<file path="src/common/dma_defines.svh">
`ifndef DMA_DEFINES_SVH
`define DMA_DEFINES_SVH

//////////////////////////////
// sensor side
//////////////////////////////

// one sensor word per data-enable
`define DMA_IN_W        64

//////////////////////////////
// memory side
//////////////////////////////

// AXI data beat
`define DMA_AXI_W       256
// sensor words packed into one beat
`define DMA_LANES       4
`define DMA_ADDR_W      32
// beats per AXI write burst
`define DMA_BURST_LEN   4

//////////////////////////////
// buffering and host
//////////////////////////////

// beat buffer entries, also the packer's credit pool
`define DMA_FIFO_DEPTH  8
`define DMA_CSR_W       32

`endif

</file>
<file path="src/common/dma_pkg.sv">
`default_nettype none

`include "dma_defines.svh"

package dma_pkg;

    //////////////////////////////
    // datapath types
    //////////////////////////////

    typedef logic [`DMA_IN_W-1:0] in_word_t;

    // lane 0 sits in the lowest bits
    typedef logic [`DMA_AXI_W-1:0] beat_t;

    // byte address in memory
    typedef logic [`DMA_ADDR_W-1:0] addr_t;

    // occupancy and credits, must reach the full depth
    typedef logic [$clog2(`DMA_FIFO_DEPTH+1)-1:0] fifo_cnt_t;

    //////////////////////////////
    // host registers
    //////////////////////////////

    typedef logic [`DMA_CSR_W-1:0] csr_word_t;
    typedef logic [15:0] burst_cnt_t;

    typedef enum logic [1:0] {
        CSR_CTRL   = 2'd0,
        CSR_BASE   = 2'd1,
        CSR_PAGE   = 2'd2,
        CSR_STATUS = 2'd3
    } csr_idx_e;

    //////////////////////////////
    // AXI encodings
    //////////////////////////////

    // 32 bytes per beat
    localparam logic [2:0] AXI_SIZE_BEAT  = 3'd5;
    localparam logic [1:0] AXI_BURST_INCR = 2'd1;

endpackage

`default_nettype wire

</file>
<file path="src/s2mm/beat_fifo.sv">
`default_nettype none

`include "dma_defines.svh"

module beat_fifo (
    input  logic               clk,
    input  logic               i_rst_n,
    input  logic               i_push,
    input  dma_pkg::beat_t     i_beat,
    input  logic               i_pop,
    output dma_pkg::beat_t     o_head,
    output dma_pkg::fifo_cnt_t o_count,
    output logic               o_credit_return
);
    import dma_pkg::*;

    localparam int DEPTH = `DMA_FIFO_DEPTH;
    localparam int PTR_W = $clog2(DEPTH);

    beat_t            mem [DEPTH];
    logic [PTR_W-1:0] r_wr_ptr;
    logic [PTR_W-1:0] r_rd_ptr;
    fifo_cnt_t        r_count;
    logic             r_credit;
    logic             w_pop;

    // credits keep the packer from pushing into a full buffer
    assign w_pop = i_pop && (r_count != '0);

    always_ff @(posedge clk) begin
        if (i_push)
            mem[r_wr_ptr] <= i_beat;
    end

    always_ff @(posedge clk or negedge i_rst_n) begin
        if (!i_rst_n) begin
            r_wr_ptr <= '0;
            r_rd_ptr <= '0;
            r_count  <= '0;
            r_credit <= 1'b0;
        end else begin
            if (i_push)
                r_wr_ptr <= r_wr_ptr + 1'b1;
            if (w_pop)
                r_rd_ptr <= r_rd_ptr + 1'b1;
            r_count  <= r_count + fifo_cnt_t'(i_push) - fifo_cnt_t'(w_pop);
            // every freed entry goes back to the packer
            r_credit <= w_pop;
        end
    end

    // first word falls through
    assign o_head          = mem[r_rd_ptr];
    assign o_count         = r_count;
    assign o_credit_return = r_credit;

endmodule

`default_nettype wire

</file>
<file path="src/s2mm/s2mm_burst_writer.sv">
`default_nettype none

`include "dma_defines.svh"

module s2mm_burst_writer (
    input  logic                    clk,
    input  logic                    i_rst_n,
    input  logic                    i_enable,
    input  dma_pkg::addr_t          i_base,
    input  dma_pkg::burst_cnt_t     i_page_bursts,
    input  dma_pkg::beat_t          i_head,
    input  dma_pkg::fifo_cnt_t      i_count,
    output logic                    o_pop,
    output logic                    o_page_done,
    // write address
    output dma_pkg::addr_t          o_m_axi_awaddr,
    output logic [7:0]              o_m_axi_awlen,
    output logic [2:0]              o_m_axi_awsize,
    output logic [1:0]              o_m_axi_awburst,
    output logic                    o_m_axi_awvalid,
    input  logic                    i_m_axi_awready,
    // write data
    output dma_pkg::beat_t          o_m_axi_wdata,
    output logic [`DMA_AXI_W/8-1:0] o_m_axi_wstrb,
    output logic                    o_m_axi_wlast,
    output logic                    o_m_axi_wvalid,
    input  logic                    i_m_axi_wready,
    // write response
    input  logic [1:0]              i_m_axi_bresp,
    input  logic                    i_m_axi_bvalid,
    output logic                    o_m_axi_bready
);
    import dma_pkg::*;

    localparam int BEAT_W = $clog2(`DMA_BURST_LEN);
    localparam logic [BEAT_W-1:0] LAST_BEAT = BEAT_W'(`DMA_BURST_LEN - 1);
    localparam addr_t BURST_BYTES = addr_t'(`DMA_BURST_LEN * `DMA_AXI_W / 8);

    typedef enum logic [1:0] {
        ST_IDLE,
        ST_ADDR,
        ST_DATA,
        ST_RESP
    } state_e;

    state_e            r_state;
    logic [BEAT_W-1:0] r_beat_cnt;
    burst_cnt_t        r_burst_idx;
    addr_t             r_addr;
    logic              w_start;
    logic              w_aw_fire;
    logic              w_w_fire;
    logic              w_b_fire;
    logic              w_page_end;
    logic              w_resp_err;

    // a full burst must already sit in the buffer
    assign w_start    = (r_state == ST_IDLE) && i_enable &&
                        (i_count >= fifo_cnt_t'(`DMA_BURST_LEN));
    assign w_aw_fire  = o_m_axi_awvalid && i_m_axi_awready;
    assign w_w_fire   = o_m_axi_wvalid && i_m_axi_wready;
    assign w_b_fire   = o_m_axi_bready && i_m_axi_bvalid;
    assign w_page_end = r_burst_idx >= (i_page_bursts - burst_cnt_t'(1));
    // SLVERR or DECERR
    assign w_resp_err = i_m_axi_bresp[1];

    // burst k of the page lands at base + k*128
    always_ff @(posedge clk) begin
        if (w_start)
            r_addr <= i_base + addr_t'(r_burst_idx) * BURST_BYTES;
    end

    ////////////////////////////////
    // burst FSM
    ////////////////////////////////

    always_ff @(posedge clk or negedge i_rst_n) begin
        if (!i_rst_n) begin
            r_state     <= ST_IDLE;
            r_beat_cnt  <= '0;
            r_burst_idx <= '0;
            o_page_done <= 1'b0;
        end else begin
            o_page_done <= 1'b0;
            case (r_state)
                ST_IDLE: begin
                    if (w_start)
                        r_state <= ST_ADDR;
                end
                ST_ADDR: begin
                    if (w_aw_fire) begin
                        r_state    <= ST_DATA;
                        r_beat_cnt <= '0;
                    end
                end
                ST_DATA: begin
                    if (w_w_fire) begin
                        r_beat_cnt <= r_beat_cnt + 1'b1;
                        if (r_beat_cnt == LAST_BEAT)
                            r_state <= ST_RESP;
                    end
                end
                ST_RESP: begin
                    if (w_b_fire) begin
                        r_state <= ST_IDLE;
                        // failed burst leaves its slot to the next one
                        if (!w_resp_err) begin
                            if (w_page_end) begin
                                r_burst_idx <= '0;
                                o_page_done <= 1'b1;
                            end else begin
                                r_burst_idx <= r_burst_idx + burst_cnt_t'(1);
                            end
                        end
                    end
                end
                default: r_state <= ST_IDLE;
            endcase
        end
    end

    assign o_m_axi_awaddr  = r_addr;
    assign o_m_axi_awlen   = 8'(`DMA_BURST_LEN - 1);
    assign o_m_axi_awsize  = AXI_SIZE_BEAT;
    assign o_m_axi_awburst = AXI_BURST_INCR;
    assign o_m_axi_awvalid = (r_state == ST_ADDR);

    assign o_m_axi_wdata   = i_head;
    assign o_m_axi_wstrb   = '1;
    assign o_m_axi_wvalid  = (r_state == ST_DATA);
    assign o_m_axi_wlast   = o_m_axi_wvalid && (r_beat_cnt == LAST_BEAT);

    assign o_m_axi_bready  = (r_state == ST_RESP);
    assign o_pop           = w_w_fire;

endmodule

`default_nettype wire

</file>
<file path="src/s2mm/s2mm_packer.sv">
`default_nettype none

`include "dma_defines.svh"

module s2mm_packer (
    input  logic              clk,
    input  logic              i_rst_n,
    input  logic              i_enable,
    input  logic              i_frame_start,
    input  logic              i_de,
    input  dma_pkg::in_word_t i_data,
    output logic              o_push,
    output dma_pkg::beat_t    o_beat,
    input  logic              i_credit_return,
    output logic              o_overflow
);
    import dma_pkg::*;

    localparam int LANE_W = $clog2(`DMA_LANES);
    localparam logic [LANE_W-1:0] LAST_LANE = LANE_W'(`DMA_LANES - 1);
    localparam fifo_cnt_t CREDIT_INIT = fifo_cnt_t'(`DMA_FIFO_DEPTH);

    logic [LANE_W-1:0] r_lane;
    logic [LANE_W-1:0] w_lane_sel;
    logic              w_take;
    logic              w_complete;
    logic              w_spend;
    beat_t             r_beat;
    fifo_cnt_t         r_credit;

    assign w_take     = i_enable && i_de;
    // a word arriving with frame start opens the new beat
    assign w_lane_sel = i_frame_start ? '0 : r_lane;
    assign w_complete = w_take && (w_lane_sel == LAST_LANE);
    assign w_spend    = w_complete && (r_credit != '0);

    always_ff @(posedge clk or negedge i_rst_n) begin
        if (!i_rst_n)
            r_lane <= '0;
        else if (!i_enable)
            r_lane <= '0;
        else if (i_de)
            r_lane <= w_lane_sel + 1'b1;
        else if (i_frame_start)
            r_lane <= '0;
    end

    always_ff @(posedge clk) begin
        if (w_take)
            r_beat[w_lane_sel*`DMA_IN_W +: `DMA_IN_W] <= i_data;
    end

    ////////////////////////////////
    // credits toward the beat buffer
    ////////////////////////////////

    always_ff @(posedge clk or negedge i_rst_n) begin
        if (!i_rst_n) begin
            r_credit   <= CREDIT_INIT;
            o_push     <= 1'b0;
            o_overflow <= 1'b0;
        end else begin
            r_credit   <= r_credit - fifo_cnt_t'(w_spend) + fifo_cnt_t'(i_credit_return);
            o_push     <= w_spend;
            // no credit left, whole beat is lost
            o_overflow <= w_complete && !w_spend;
        end
    end

    assign o_beat = r_beat;

endmodule

`default_nettype wire

</file>
<file path="src/audio_dma_top.sv">
`default_nettype none

`include "dma_defines.svh"

module audio_dma_top (
    input  logic                    clk,
    input  logic                    i_rst_n,
    // sensor
    input  logic                    i_frame_start,
    input  logic                    i_de,
    input  dma_pkg::in_word_t       i_data,
    // host
    input  logic                    i_csr_we,
    input  dma_pkg::csr_idx_e       i_csr_addr,
    input  dma_pkg::csr_word_t      i_csr_wdata,
    output dma_pkg::csr_word_t      o_csr_rdata,
    output logic                    o_irq,
    // AXI write
    output dma_pkg::addr_t          o_m_axi_awaddr,
    output logic [7:0]              o_m_axi_awlen,
    output logic [2:0]              o_m_axi_awsize,
    output logic [1:0]              o_m_axi_awburst,
    output logic                    o_m_axi_awvalid,
    input  logic                    i_m_axi_awready,
    output dma_pkg::beat_t          o_m_axi_wdata,
    output logic [`DMA_AXI_W/8-1:0] o_m_axi_wstrb,
    output logic                    o_m_axi_wlast,
    output logic                    o_m_axi_wvalid,
    input  logic                    i_m_axi_wready,
    input  logic [1:0]              i_m_axi_bresp,
    input  logic                    i_m_axi_bvalid,
    output logic                    o_m_axi_bready
);
    import dma_pkg::*;

    logic       w_enable;
    addr_t      w_base;
    burst_cnt_t w_page_bursts;
    logic       w_overflow;
    logic       w_page_done;
    logic       w_push;
    beat_t      w_beat;
    logic       w_credit_return;
    logic       w_pop;
    beat_t      w_head;
    fifo_cnt_t  w_count;

    dma_csr u_csr (
        .clk           (clk),
        .i_rst_n       (i_rst_n),
        .i_csr_we      (i_csr_we),
        .i_csr_addr    (i_csr_addr),
        .i_csr_wdata   (i_csr_wdata),
        .o_csr_rdata   (o_csr_rdata),
        .o_enable      (w_enable),
        .o_base        (w_base),
        .o_page_bursts (w_page_bursts),
        .i_overflow    (w_overflow),
        .i_page_done   (w_page_done),
        .o_irq         (o_irq)
    );

    // sensor words into beats
    s2mm_packer u_packer (
        .clk             (clk),
        .i_rst_n         (i_rst_n),
        .i_enable        (w_enable),
        .i_frame_start   (i_frame_start),
        .i_de            (i_de),
        .i_data          (i_data),
        .o_push          (w_push),
        .o_beat          (w_beat),
        .i_credit_return (w_credit_return),
        .o_overflow      (w_overflow)
    );

    beat_fifo u_fifo (
        .clk             (clk),
        .i_rst_n         (i_rst_n),
        .i_push          (w_push),
        .i_beat          (w_beat),
        .i_pop           (w_pop),
        .o_head          (w_head),
        .o_count         (w_count),
        .o_credit_return (w_credit_return)
    );

    // beats out to memory
    s2mm_burst_writer u_writer (
        .clk             (clk),
        .i_rst_n         (i_rst_n),
        .i_enable        (w_enable),
        .i_base          (w_base),
        .i_page_bursts   (w_page_bursts),
        .i_head          (w_head),
        .i_count         (w_count),
        .o_pop           (w_pop),
        .o_page_done     (w_page_done),
        .o_m_axi_awaddr  (o_m_axi_awaddr),
        .o_m_axi_awlen   (o_m_axi_awlen),
        .o_m_axi_awsize  (o_m_axi_awsize),
        .o_m_axi_awburst (o_m_axi_awburst),
        .o_m_axi_awvalid (o_m_axi_awvalid),
        .i_m_axi_awready (i_m_axi_awready),
        .o_m_axi_wdata   (o_m_axi_wdata),
        .o_m_axi_wstrb   (o_m_axi_wstrb),
        .o_m_axi_wlast   (o_m_axi_wlast),
        .o_m_axi_wvalid  (o_m_axi_wvalid),
        .i_m_axi_wready  (i_m_axi_wready),
        .i_m_axi_bresp   (i_m_axi_bresp),
        .i_m_axi_bvalid  (i_m_axi_bvalid),
        .o_m_axi_bready  (o_m_axi_bready)
    );

endmodule

`default_nettype wire

</file>
<file path="src/dma_csr.sv">
`default_nettype none

module dma_csr (
    input  logic                 clk,
    input  logic                 i_rst_n,
    input  logic                 i_csr_we,
    input  dma_pkg::csr_idx_e    i_csr_addr,
    input  dma_pkg::csr_word_t   i_csr_wdata,
    output dma_pkg::csr_word_t   o_csr_rdata,
    output logic                 o_enable,
    output dma_pkg::addr_t       o_base,
    output dma_pkg::burst_cnt_t  o_page_bursts,
    input  logic                 i_overflow,
    input  logic                 i_page_done,
    output logic                 o_irq
);
    import dma_pkg::*;

    // pages sit on 1 KiB boundaries
    localparam addr_t BASE_ALIGN_MASK = ~addr_t'(1023);

    logic       r_enable;
    addr_t      r_base;
    burst_cnt_t r_page;
    logic       r_ovf;
    logic       r_done;
    logic       w_status_wr;

    assign w_status_wr = i_csr_we && (i_csr_addr == CSR_STATUS);

    always_ff @(posedge clk or negedge i_rst_n) begin
        if (!i_rst_n) begin
            r_enable <= 1'b0;
            r_base   <= '0;
            r_page   <= '0;
        end else if (i_csr_we) begin
            case (i_csr_addr)
                CSR_CTRL: r_enable <= i_csr_wdata[0];
                CSR_BASE: r_base   <= addr_t'(i_csr_wdata) & BASE_ALIGN_MASK;
                CSR_PAGE: r_page   <= burst_cnt_t'(i_csr_wdata);
                default:  ;
            endcase
        end
    end

    // sticky flags, datapath set beats host clear
    always_ff @(posedge clk or negedge i_rst_n) begin
        if (!i_rst_n) begin
            r_ovf  <= 1'b0;
            r_done <= 1'b0;
        end else begin
            if (i_overflow)
                r_ovf <= 1'b1;
            else if (w_status_wr && i_csr_wdata[0])
                r_ovf <= 1'b0;

            if (i_page_done)
                r_done <= 1'b1;
            else if (w_status_wr && i_csr_wdata[1])
                r_done <= 1'b0;
        end
    end

    always_comb begin
        case (i_csr_addr)
            CSR_CTRL:   o_csr_rdata = csr_word_t'(r_enable);
            CSR_BASE:   o_csr_rdata = csr_word_t'(r_base);
            CSR_PAGE:   o_csr_rdata = csr_word_t'(r_page);
            CSR_STATUS: o_csr_rdata = csr_word_t'({r_done, r_ovf});
            default:    o_csr_rdata = '0;
        endcase
    end

    assign o_enable      = r_enable;
    assign o_base        = r_base;
    // zero length behaves as one burst
    assign o_page_bursts = (r_page == '0) ? burst_cnt_t'(1) : r_page;
    assign o_irq         = r_done;

endmodule

`default_nettype wire

</file>
<file path="config.mk">
export PLATFORM = sky130hd
export DESIGN_NAME = audio_dma_top
export DESIGN_NICKNAME = d
export VERILOG_FILES = /design/src/common/dma_pkg.sv /design/src/s2mm/beat_fifo.sv /design/src/s2mm/s2mm_burst_writer.sv /design/src/s2mm/s2mm_packer.sv /design/src/audio_dma_top.sv /design/src/dma_csr.sv
export VERILOG_INCLUDE_DIRS = /design/src /design/src/common
export SDC_FILE = /design/constraint.sdc
export NUM_CORES = 2
export LEC_CHECK = 0
export BUFFER_PORTS_ARGS = -buffer_cell sky130_fd_sc_hd__buf_2
export CAP_MARGIN = 20
export CELL_PAD_IN_SITES_DETAIL_PLACEMENT = 0
export CELL_PAD_IN_SITES_GLOBAL_PLACEMENT = 1
export CORE_MARGIN = 5
export CORE_UTILIZATION = 49
export CTS_CLUSTER_SIZE = 40
export DETAILED_ROUTE_END_ITERATION = 6
export PLACE_DENSITY = 0.86
export SLEW_MARGIN = 15
export SYNTH_ARGS = -nofsm -noshare
export SYNTH_HDL_FRONTEND = slang
export SYNTH_HIERARCHICAL = 1
export SYNTH_SLANG_ARGS = --single-unit
</file>
<file path="constraint.sdc">
create_clock -name clk -period 18.8 [get_ports clk]
set_input_delay 3.76 -clock clk [delete_from_list [all_inputs] [get_ports clk]]
set_output_delay 3.76 -clock clk [all_outputs]
set_load 0.05 [all_outputs]
</file>
Word level (Yosys, flattened, before mapping)

Memories as Yosys holds them, arrays and structs flattened.
Cells that the tools add are included.

Bits in registers: 369
RAM bits: 2048
Input port bits: 108
Word-level logic and storage cells: 105
Memories: 1

Add/sub/neg operators: 12
Order comparisons: 2
Equality and inequality tests: 13
Shifts and indexed selects: 2
Mux-type cells: 26
Bitwise operators: 1
Reductions and logical operators: 29

Memory list:

| memory     | words | bits a word | rd ports | clocked after memory_dff | wr ports | line            | RTL |
|---|---|---|---|---|---|---|---|
| u_fifo.mem | 8     | 256         | 1        | 0                        | 1        | beat_fifo.sv:20 | `beat_t mem [DEPTH];` |

Operators by type and width:

| operator                                                | number |
|---|---|
| bitwise mux 256 bit                                     | 1 |
| variable shift 64 x 34 -> 256 bit, first input constant | 1 |
| variable part select 64 x 34 -> 256 bit                 | 1 |
| one-hot mux 32 bit (4 select lines)                     | 1 |
| negator 8 -> 34 bit                                     | 1 |
| adder 32 x 23 -> 32 bit                                 | 1 |
| 2-to-1 mux 16 bit                                       | 2 |
| 2-to-1 mux 2 bit                                        | 10 |
| adder 16 x 1 -> 16 bit, second input constant           | 1 |
| greater-or-equal comparator 16 bit                      | 1 |
| logical NOT 16 bit                                      | 1 |
| subtractor 16 x 1 -> 16 bit, second input constant      | 1 |
| logical AND 1 bit                                       | 14 |
| equality test 2 bit, second input constant              | 6 |
| 2-to-1 mux 1 bit                                        | 10 |
| adder 4 x 1 -> 4 bit                                    | 2 |
| inequality test 2 bit, second input constant            | 4 |
| one-hot mux 2 bit (4 select lines)                      | 1 |
| nonzero test 4 bit                                      | 2 |
| subtractor 4 x 1 -> 4 bit                               | 2 |
| adder 3 x 1 -> 3 bit, second input constant             | 2 |
| AND reduction 2 bit                                     | 3 |
| AND reduction 3 bit                                     | 2 |
| nonzero test 2 bit                                      | 3 |
| other kinds (9)                                         | 12 |

Logic depth before layout (Yosys ltp)

Word-level depth: 8
Depth in mapped cells: 15
Mapped depth without buffers: 14

Hierarchy

The synthesis kept the hierarchy.

Modules (own cells, without submodules):

| module            | instances | cells each | area each (sq um) | sequential area each (sq um) |
|---|---|---|---|---|
| beat_fifo         | 1         | 3015       | 77474.3           | 61774.2 |
| s2mm_packer       | 1         | 610        | 10173.5           | 7888.8 |
| s2mm_burst_writer | 1         | 676        | 5989.5            | 1486.4 |
| dma_csr           | 1         | 163        | 2068.2            | 1026.0 |

Least setup slack after synthesis

No wires, ideal clock.

Path kind: register to register
Start point: reg u_fifo.r_wr_ptr[0]
End point: mem u_fifo/mem[2][0] in the netlist's numbering (enable)
Setup time: 1.186 ns
Data arrival time: 17.818 ns
Data required time: 17.614 ns
Path slack: -0.205 ns
Stages on the path, launching flop included: 2
Buffers on the path: 0
Period minus slack after synthesis: 19.005 ns
Cells stage by stage: dfrtp_1 > nor3_1

RTL lines:

| element                  | line            | RTL |
|---|---|---|
| start: declaration       | beat_fifo.sv:21 | `logic [PTR_W-1:0] r_wr_ptr;` |
| start signal: assignment | beat_fifo.sv:43 | `r_wr_ptr <= r_wr_ptr + 1'b1;` |
| end: declaration         | beat_fifo.sv:20 |  |

Straight into the memory's write port.

Worst setup path after layout

Start point: reg u_fifo.r_rd_ptr[0]
End point: out o_m_axi_wdata[110]

Word-level cells in the longest chain between the ends: 1

Ends and longest elaborated chain:

| element                  | line                | RTL |
|---|---|---|
| start: declaration       | beat_fifo.sv:22     | `logic [PTR_W-1:0] r_rd_ptr;` |
| start signal: assignment | beat_fifo.sv:45     | `r_rd_ptr <= r_rd_ptr + 1'b1;` |
| memory (8 x 256 bit)     | n/a                 |  |
| end: declaration         | audio_dma_top.sv:25 | `output dma_pkg::beat_t o_m_axi_wdata,` |

No other way between the ends.

==> reports/results.tsv <==
stage	metric	value	unit
power	Pleak	35.6	nW
clock_tree	post-CTS setup buffers	0	
setup_path	worst r2r dst	u_fifo/mem[5][217]	
clock_tree	clk sinks	2417	
run_status	outcome	finished clean	
yosys	post-synth top area share	0.733	
grt	largest net degree at the start of global routing	160	
yosys	area leader, netlist	edfxtp_1	
setup_path	Crit path arrival time	5.66	ns
clock_tree	clock latency on the worst-skew pair	0.85	ns
final_layout	area of the multi-input gates	0.0199	mm²
yosys	synthesized cell area	0.0957	mm²
final_layout	most frequent cells in the layout	edfxtp_1 (2336), mux4_2 (512), buf_2 (430)	
placed_design	placed cell areas	0.0982	mm²
grt	vias in the first global route	45200	
yosys	Synth cell types	66	
setup_path	Worst EP required	15.04	ns
placed_design	DP Cell Count	7025	
timing	final hold vios	0	
power	Combinational Power Share	0.326	
die	Core Rows	162	
setup_path	Worst setup SP type	flop	
clock_tree	Post-CTS Resized	0	
timing	Clock Skew	0.0299	ns
routing	WL final	229	mm
timing	post-route setup slack	9.38	ns
grt	gr usage total	0.222	
die	Starting Density	0.492	
clock_tree	Root Buffer Master	clkbuf_16	
yosys	register bit total from synthesis	2417	
routing	vias per cell	5.97	
power	switch share	0.346	
setup_path	Crit Path Category	flop to output pin	
yosys	Syn Inst Count	4464	
grt	first-pass GRT wire length	324	mm
timing	post-route minimum period	9.42	ns
yosys	EDFF count, synth	2336	
die	Core ar.	0.195	mm²
yosys	post-synthesis sequential area ratio	0.754	
clock_tree	clock slew at reported path FFs	0.06	ns
power	Reg power frac	0.389	
routing	Pre-antenna DRT Iters	6	
clock_tree	CTS Buf Count	226	
worst_hold_path	hold path startpoint	u_packer/o_overflow	
worst_hold_path	Hold Crit Depth	1	
power	total power draw	15.8	mW
setup_path	FF-to-FF path depth	5	
placed_design	hpwl dp	128	mm
die	die width	452	µm
yosys	top post-synthesis cells by area	edfxtp_1 (73%), mux4_2 (12%), mux2_2 (3.4%)	
timing	Final Setup Violations	0	
timing	final worst-path cycle share	0.501	
final_layout	Finished Layout Cells	7515	
grt	GRT overflow	0	
timing	setup tns final	0	ns
worst_hold_path	Hold Path End	u_csr/r_ovf	
clock_tree	clock tree buffer depth	3	
routing	DRC	0	
yosys	syn_area_per_cell	21.4	µm²
final_layout	fillcell total	14000	
final_layout	ratio of cells with drive above 1 in the final layout	0.345	
routing	ANT nets after route	0	
grt	initial antenna violation count	47	
final_layout	area grow syn2layout	10.5	%
routing	WL/cell	30.5	µm
clock_tree	cts-stage hold buffer count	0	
clock_tree	H-tree levels	4	
timing	Peak Freq	106	MHz
power	Pwr Density	149	mW/mm²
die	DIE AREA	0.204	mm²
timing	Slew @ Worst Pin	1.15	ns
timing	RSZ-0062 raised after global routing	false	
power	Clk pwr share	0.285	
power	Pint	10.3	mW
power	NetSw	5.45	mW
setup_path	worst-path fanout max	49	
placed_design	port bufs	431	
job	Max-cap violations	0	
yosys	Main synth FF type	edfxtp_1	
final_layout	final instance area	0.106	mm²
timing	worst rel slew slack	0.231	
die	IO Count	478	
worst_hold_path	Worst Hold Class	flop to flop	
setup_path	R2R setup slack	14.55	ns
final_layout	Reg area	0.0722	mm²
yosys	Yosys warnings	6	
timing	Final Max Tran Viols	0	
final_layout	most common cell after layout, fill and taps aside	edfxtp_1	
setup_path	reg-to-reg startpoint	u_packer/o_push	
placed_design	worst slack at placement	9.90	ns
setup_path	CP Capture Type	output pin	
die	Chip Height	452	µm
final_layout	Nets	4881	
clock_tree	CTS tree	done	
yosys	asr flop ratio synth	0.0335	
routing	DRT iter0 DRCs	5654	
placed_design	Placer Congestion	0.768	
power	maximum VDD drop	114	µV
routing	DR vias	44800	
==> critical path, cell delays in order, from the launching register on <==
cell and delay, ns:
dfrtp_4 1.00, buf_4 0.89, buf_4 0.89, buf_4 0.72
mux4_2 0.62, mux2_2 0.32, buf_2 0.22
==> how the worst max path moves through the flow <==
stage	slack, ns	startpoint	endpoint	depth (start not counted)
floorplan	-0.20	u_fifo/r_wr_ptr[0]	u_fifo/mem[2][0]	1
detailed placement	9.90	u_fifo/r_rd_ptr[0]	o_m_axi_wdata[211]	6
global placement	9.93	u_fifo/r_rd_ptr[0]	o_m_axi_wdata[138]	6
finish	9.38	u_fifo/r_rd_ptr[0]	o_m_axi_wdata[110]	6
global route	8.76	u_fifo/r_rd_ptr[0]	o_m_axi_wdata[138]	7
CTS	8.98	u_fifo/r_rd_ptr[0]	o_m_axi_wdata[138]	6
==> cells in the mapped netlist, types with 4 or more instances <==
cell type / instances
a21o_1: 10
a21oi_1: 24
a22o_1: 9
and2_1: 65
and2_4: 30
and3_1: 202
buf_1: 17
buf_2: 42
buf_4: 315
buf_6: 64
clkbuf_1: 73
clkbuf_2: 22
dfrtp_1: 80
edfxtp_1: 2336
ha_1: 57
inv_1: 37
mux2_2: 287
mux2_4: 10
mux2i_1: 4
mux4_2: 512
nand2_1: 25
nand2b_1: 11
nand3_1: 22
nand4_1: 9
nor2_1: 43
nor2b_1: 7
nor3_1: 14
nor4_1: 4
o211ai_1: 4
o21ai_0: 19
xnor2_1: 38
xor2_1: 19
==> logic make-up (layout without fill, tap and decap cells) <==
| logic type | count (synthesis) | in the layout | share of synthesized area |
|---|---|---|---|
| XOR/XNOR | 57 | 57 | 0.00522 |
| adder cells (fa/ha/maj) | 60 | 60 | 0.00808 |
| other | 3 | 119 | 0.000118 |
| AND/OR/NAND/NOR | 450 | 450 | 0.0288 |
| flip-flops | 2417 | 2417 | 0.754 |
| multiplexers | 814 | 814 | 0.156 |
| buffers and inverters | 571 | 964 | 0.0406 |
| AO/OA/AOI/OAI | 92 | 92 | 0.00665 |
==> cell type report <==
| type | count | area share |
|---|---|---|
| clock buffers | 286 | 0.0566 |
| well taps | 2542 | 0.0301 |
| repair buffers | 502 | 0.0268 |
| inverters | 38 | 0.00137 |
| flip-flops and latches | 2417 | 0.683 |
| multi-input cells | 1528 | 0.188 |
| diodes | 64 | 0.00151 |
| clock inverters | 138 | 0.0126 |
==> per-layer routing <==
layer | routed length, µm | vias to the layer above | track usage
met5 | 171 | - | 0
met4 | 11300 | 24 | 0.111
met3 | 26300 | 391 | 0.0696
met2 | 109000 | 2703 | 0.343
met1 | 82900 | 23400 | 0.288
li1 | - | 18300 | -
==> power by group through the flow <==
stage               Clock (mW)  Combinational, mW  Sequential (mW)
detailed placement           0               5.15             6.24
global placement             0               5.13             6.24
floorplan                    0               4.51             6.19
CTS                       4.56               5.18             6.13
finish                    4.49               5.13             6.13
global route              4.81               5.36             6.15
==> sequential cells by signal, summed over array words and instances (netlist names), 2 cells and up <==
signal / cells
u_fifo/mem: 2048
u_packer/o_beat: 256
u_writer/o_m_axi_awaddr: 32
u_csr/o_base: 22
u_csr/r_page: 16
u_writer/r_burst_idx: 16
u_fifo/o_count: 4
u_packer/r_credit: 4
u_fifo/r_rd_ptr: 3
u_fifo/r_wr_ptr: 3
u_packer/r_lane: 2
u_writer/r_beat_cnt: 2
u_writer/r_state: 2
==> stage by stage <==
step                hold WS (ns)  utilization
CTS                        0.444        0.542
global route               0.471        0.543
finish                     0.438        0.544
detailed placement         0.410        0.505
floorplan                  0.404            -
global placement           0.424        0.505
Note: power is estimated with default switching activity, not from simulation.
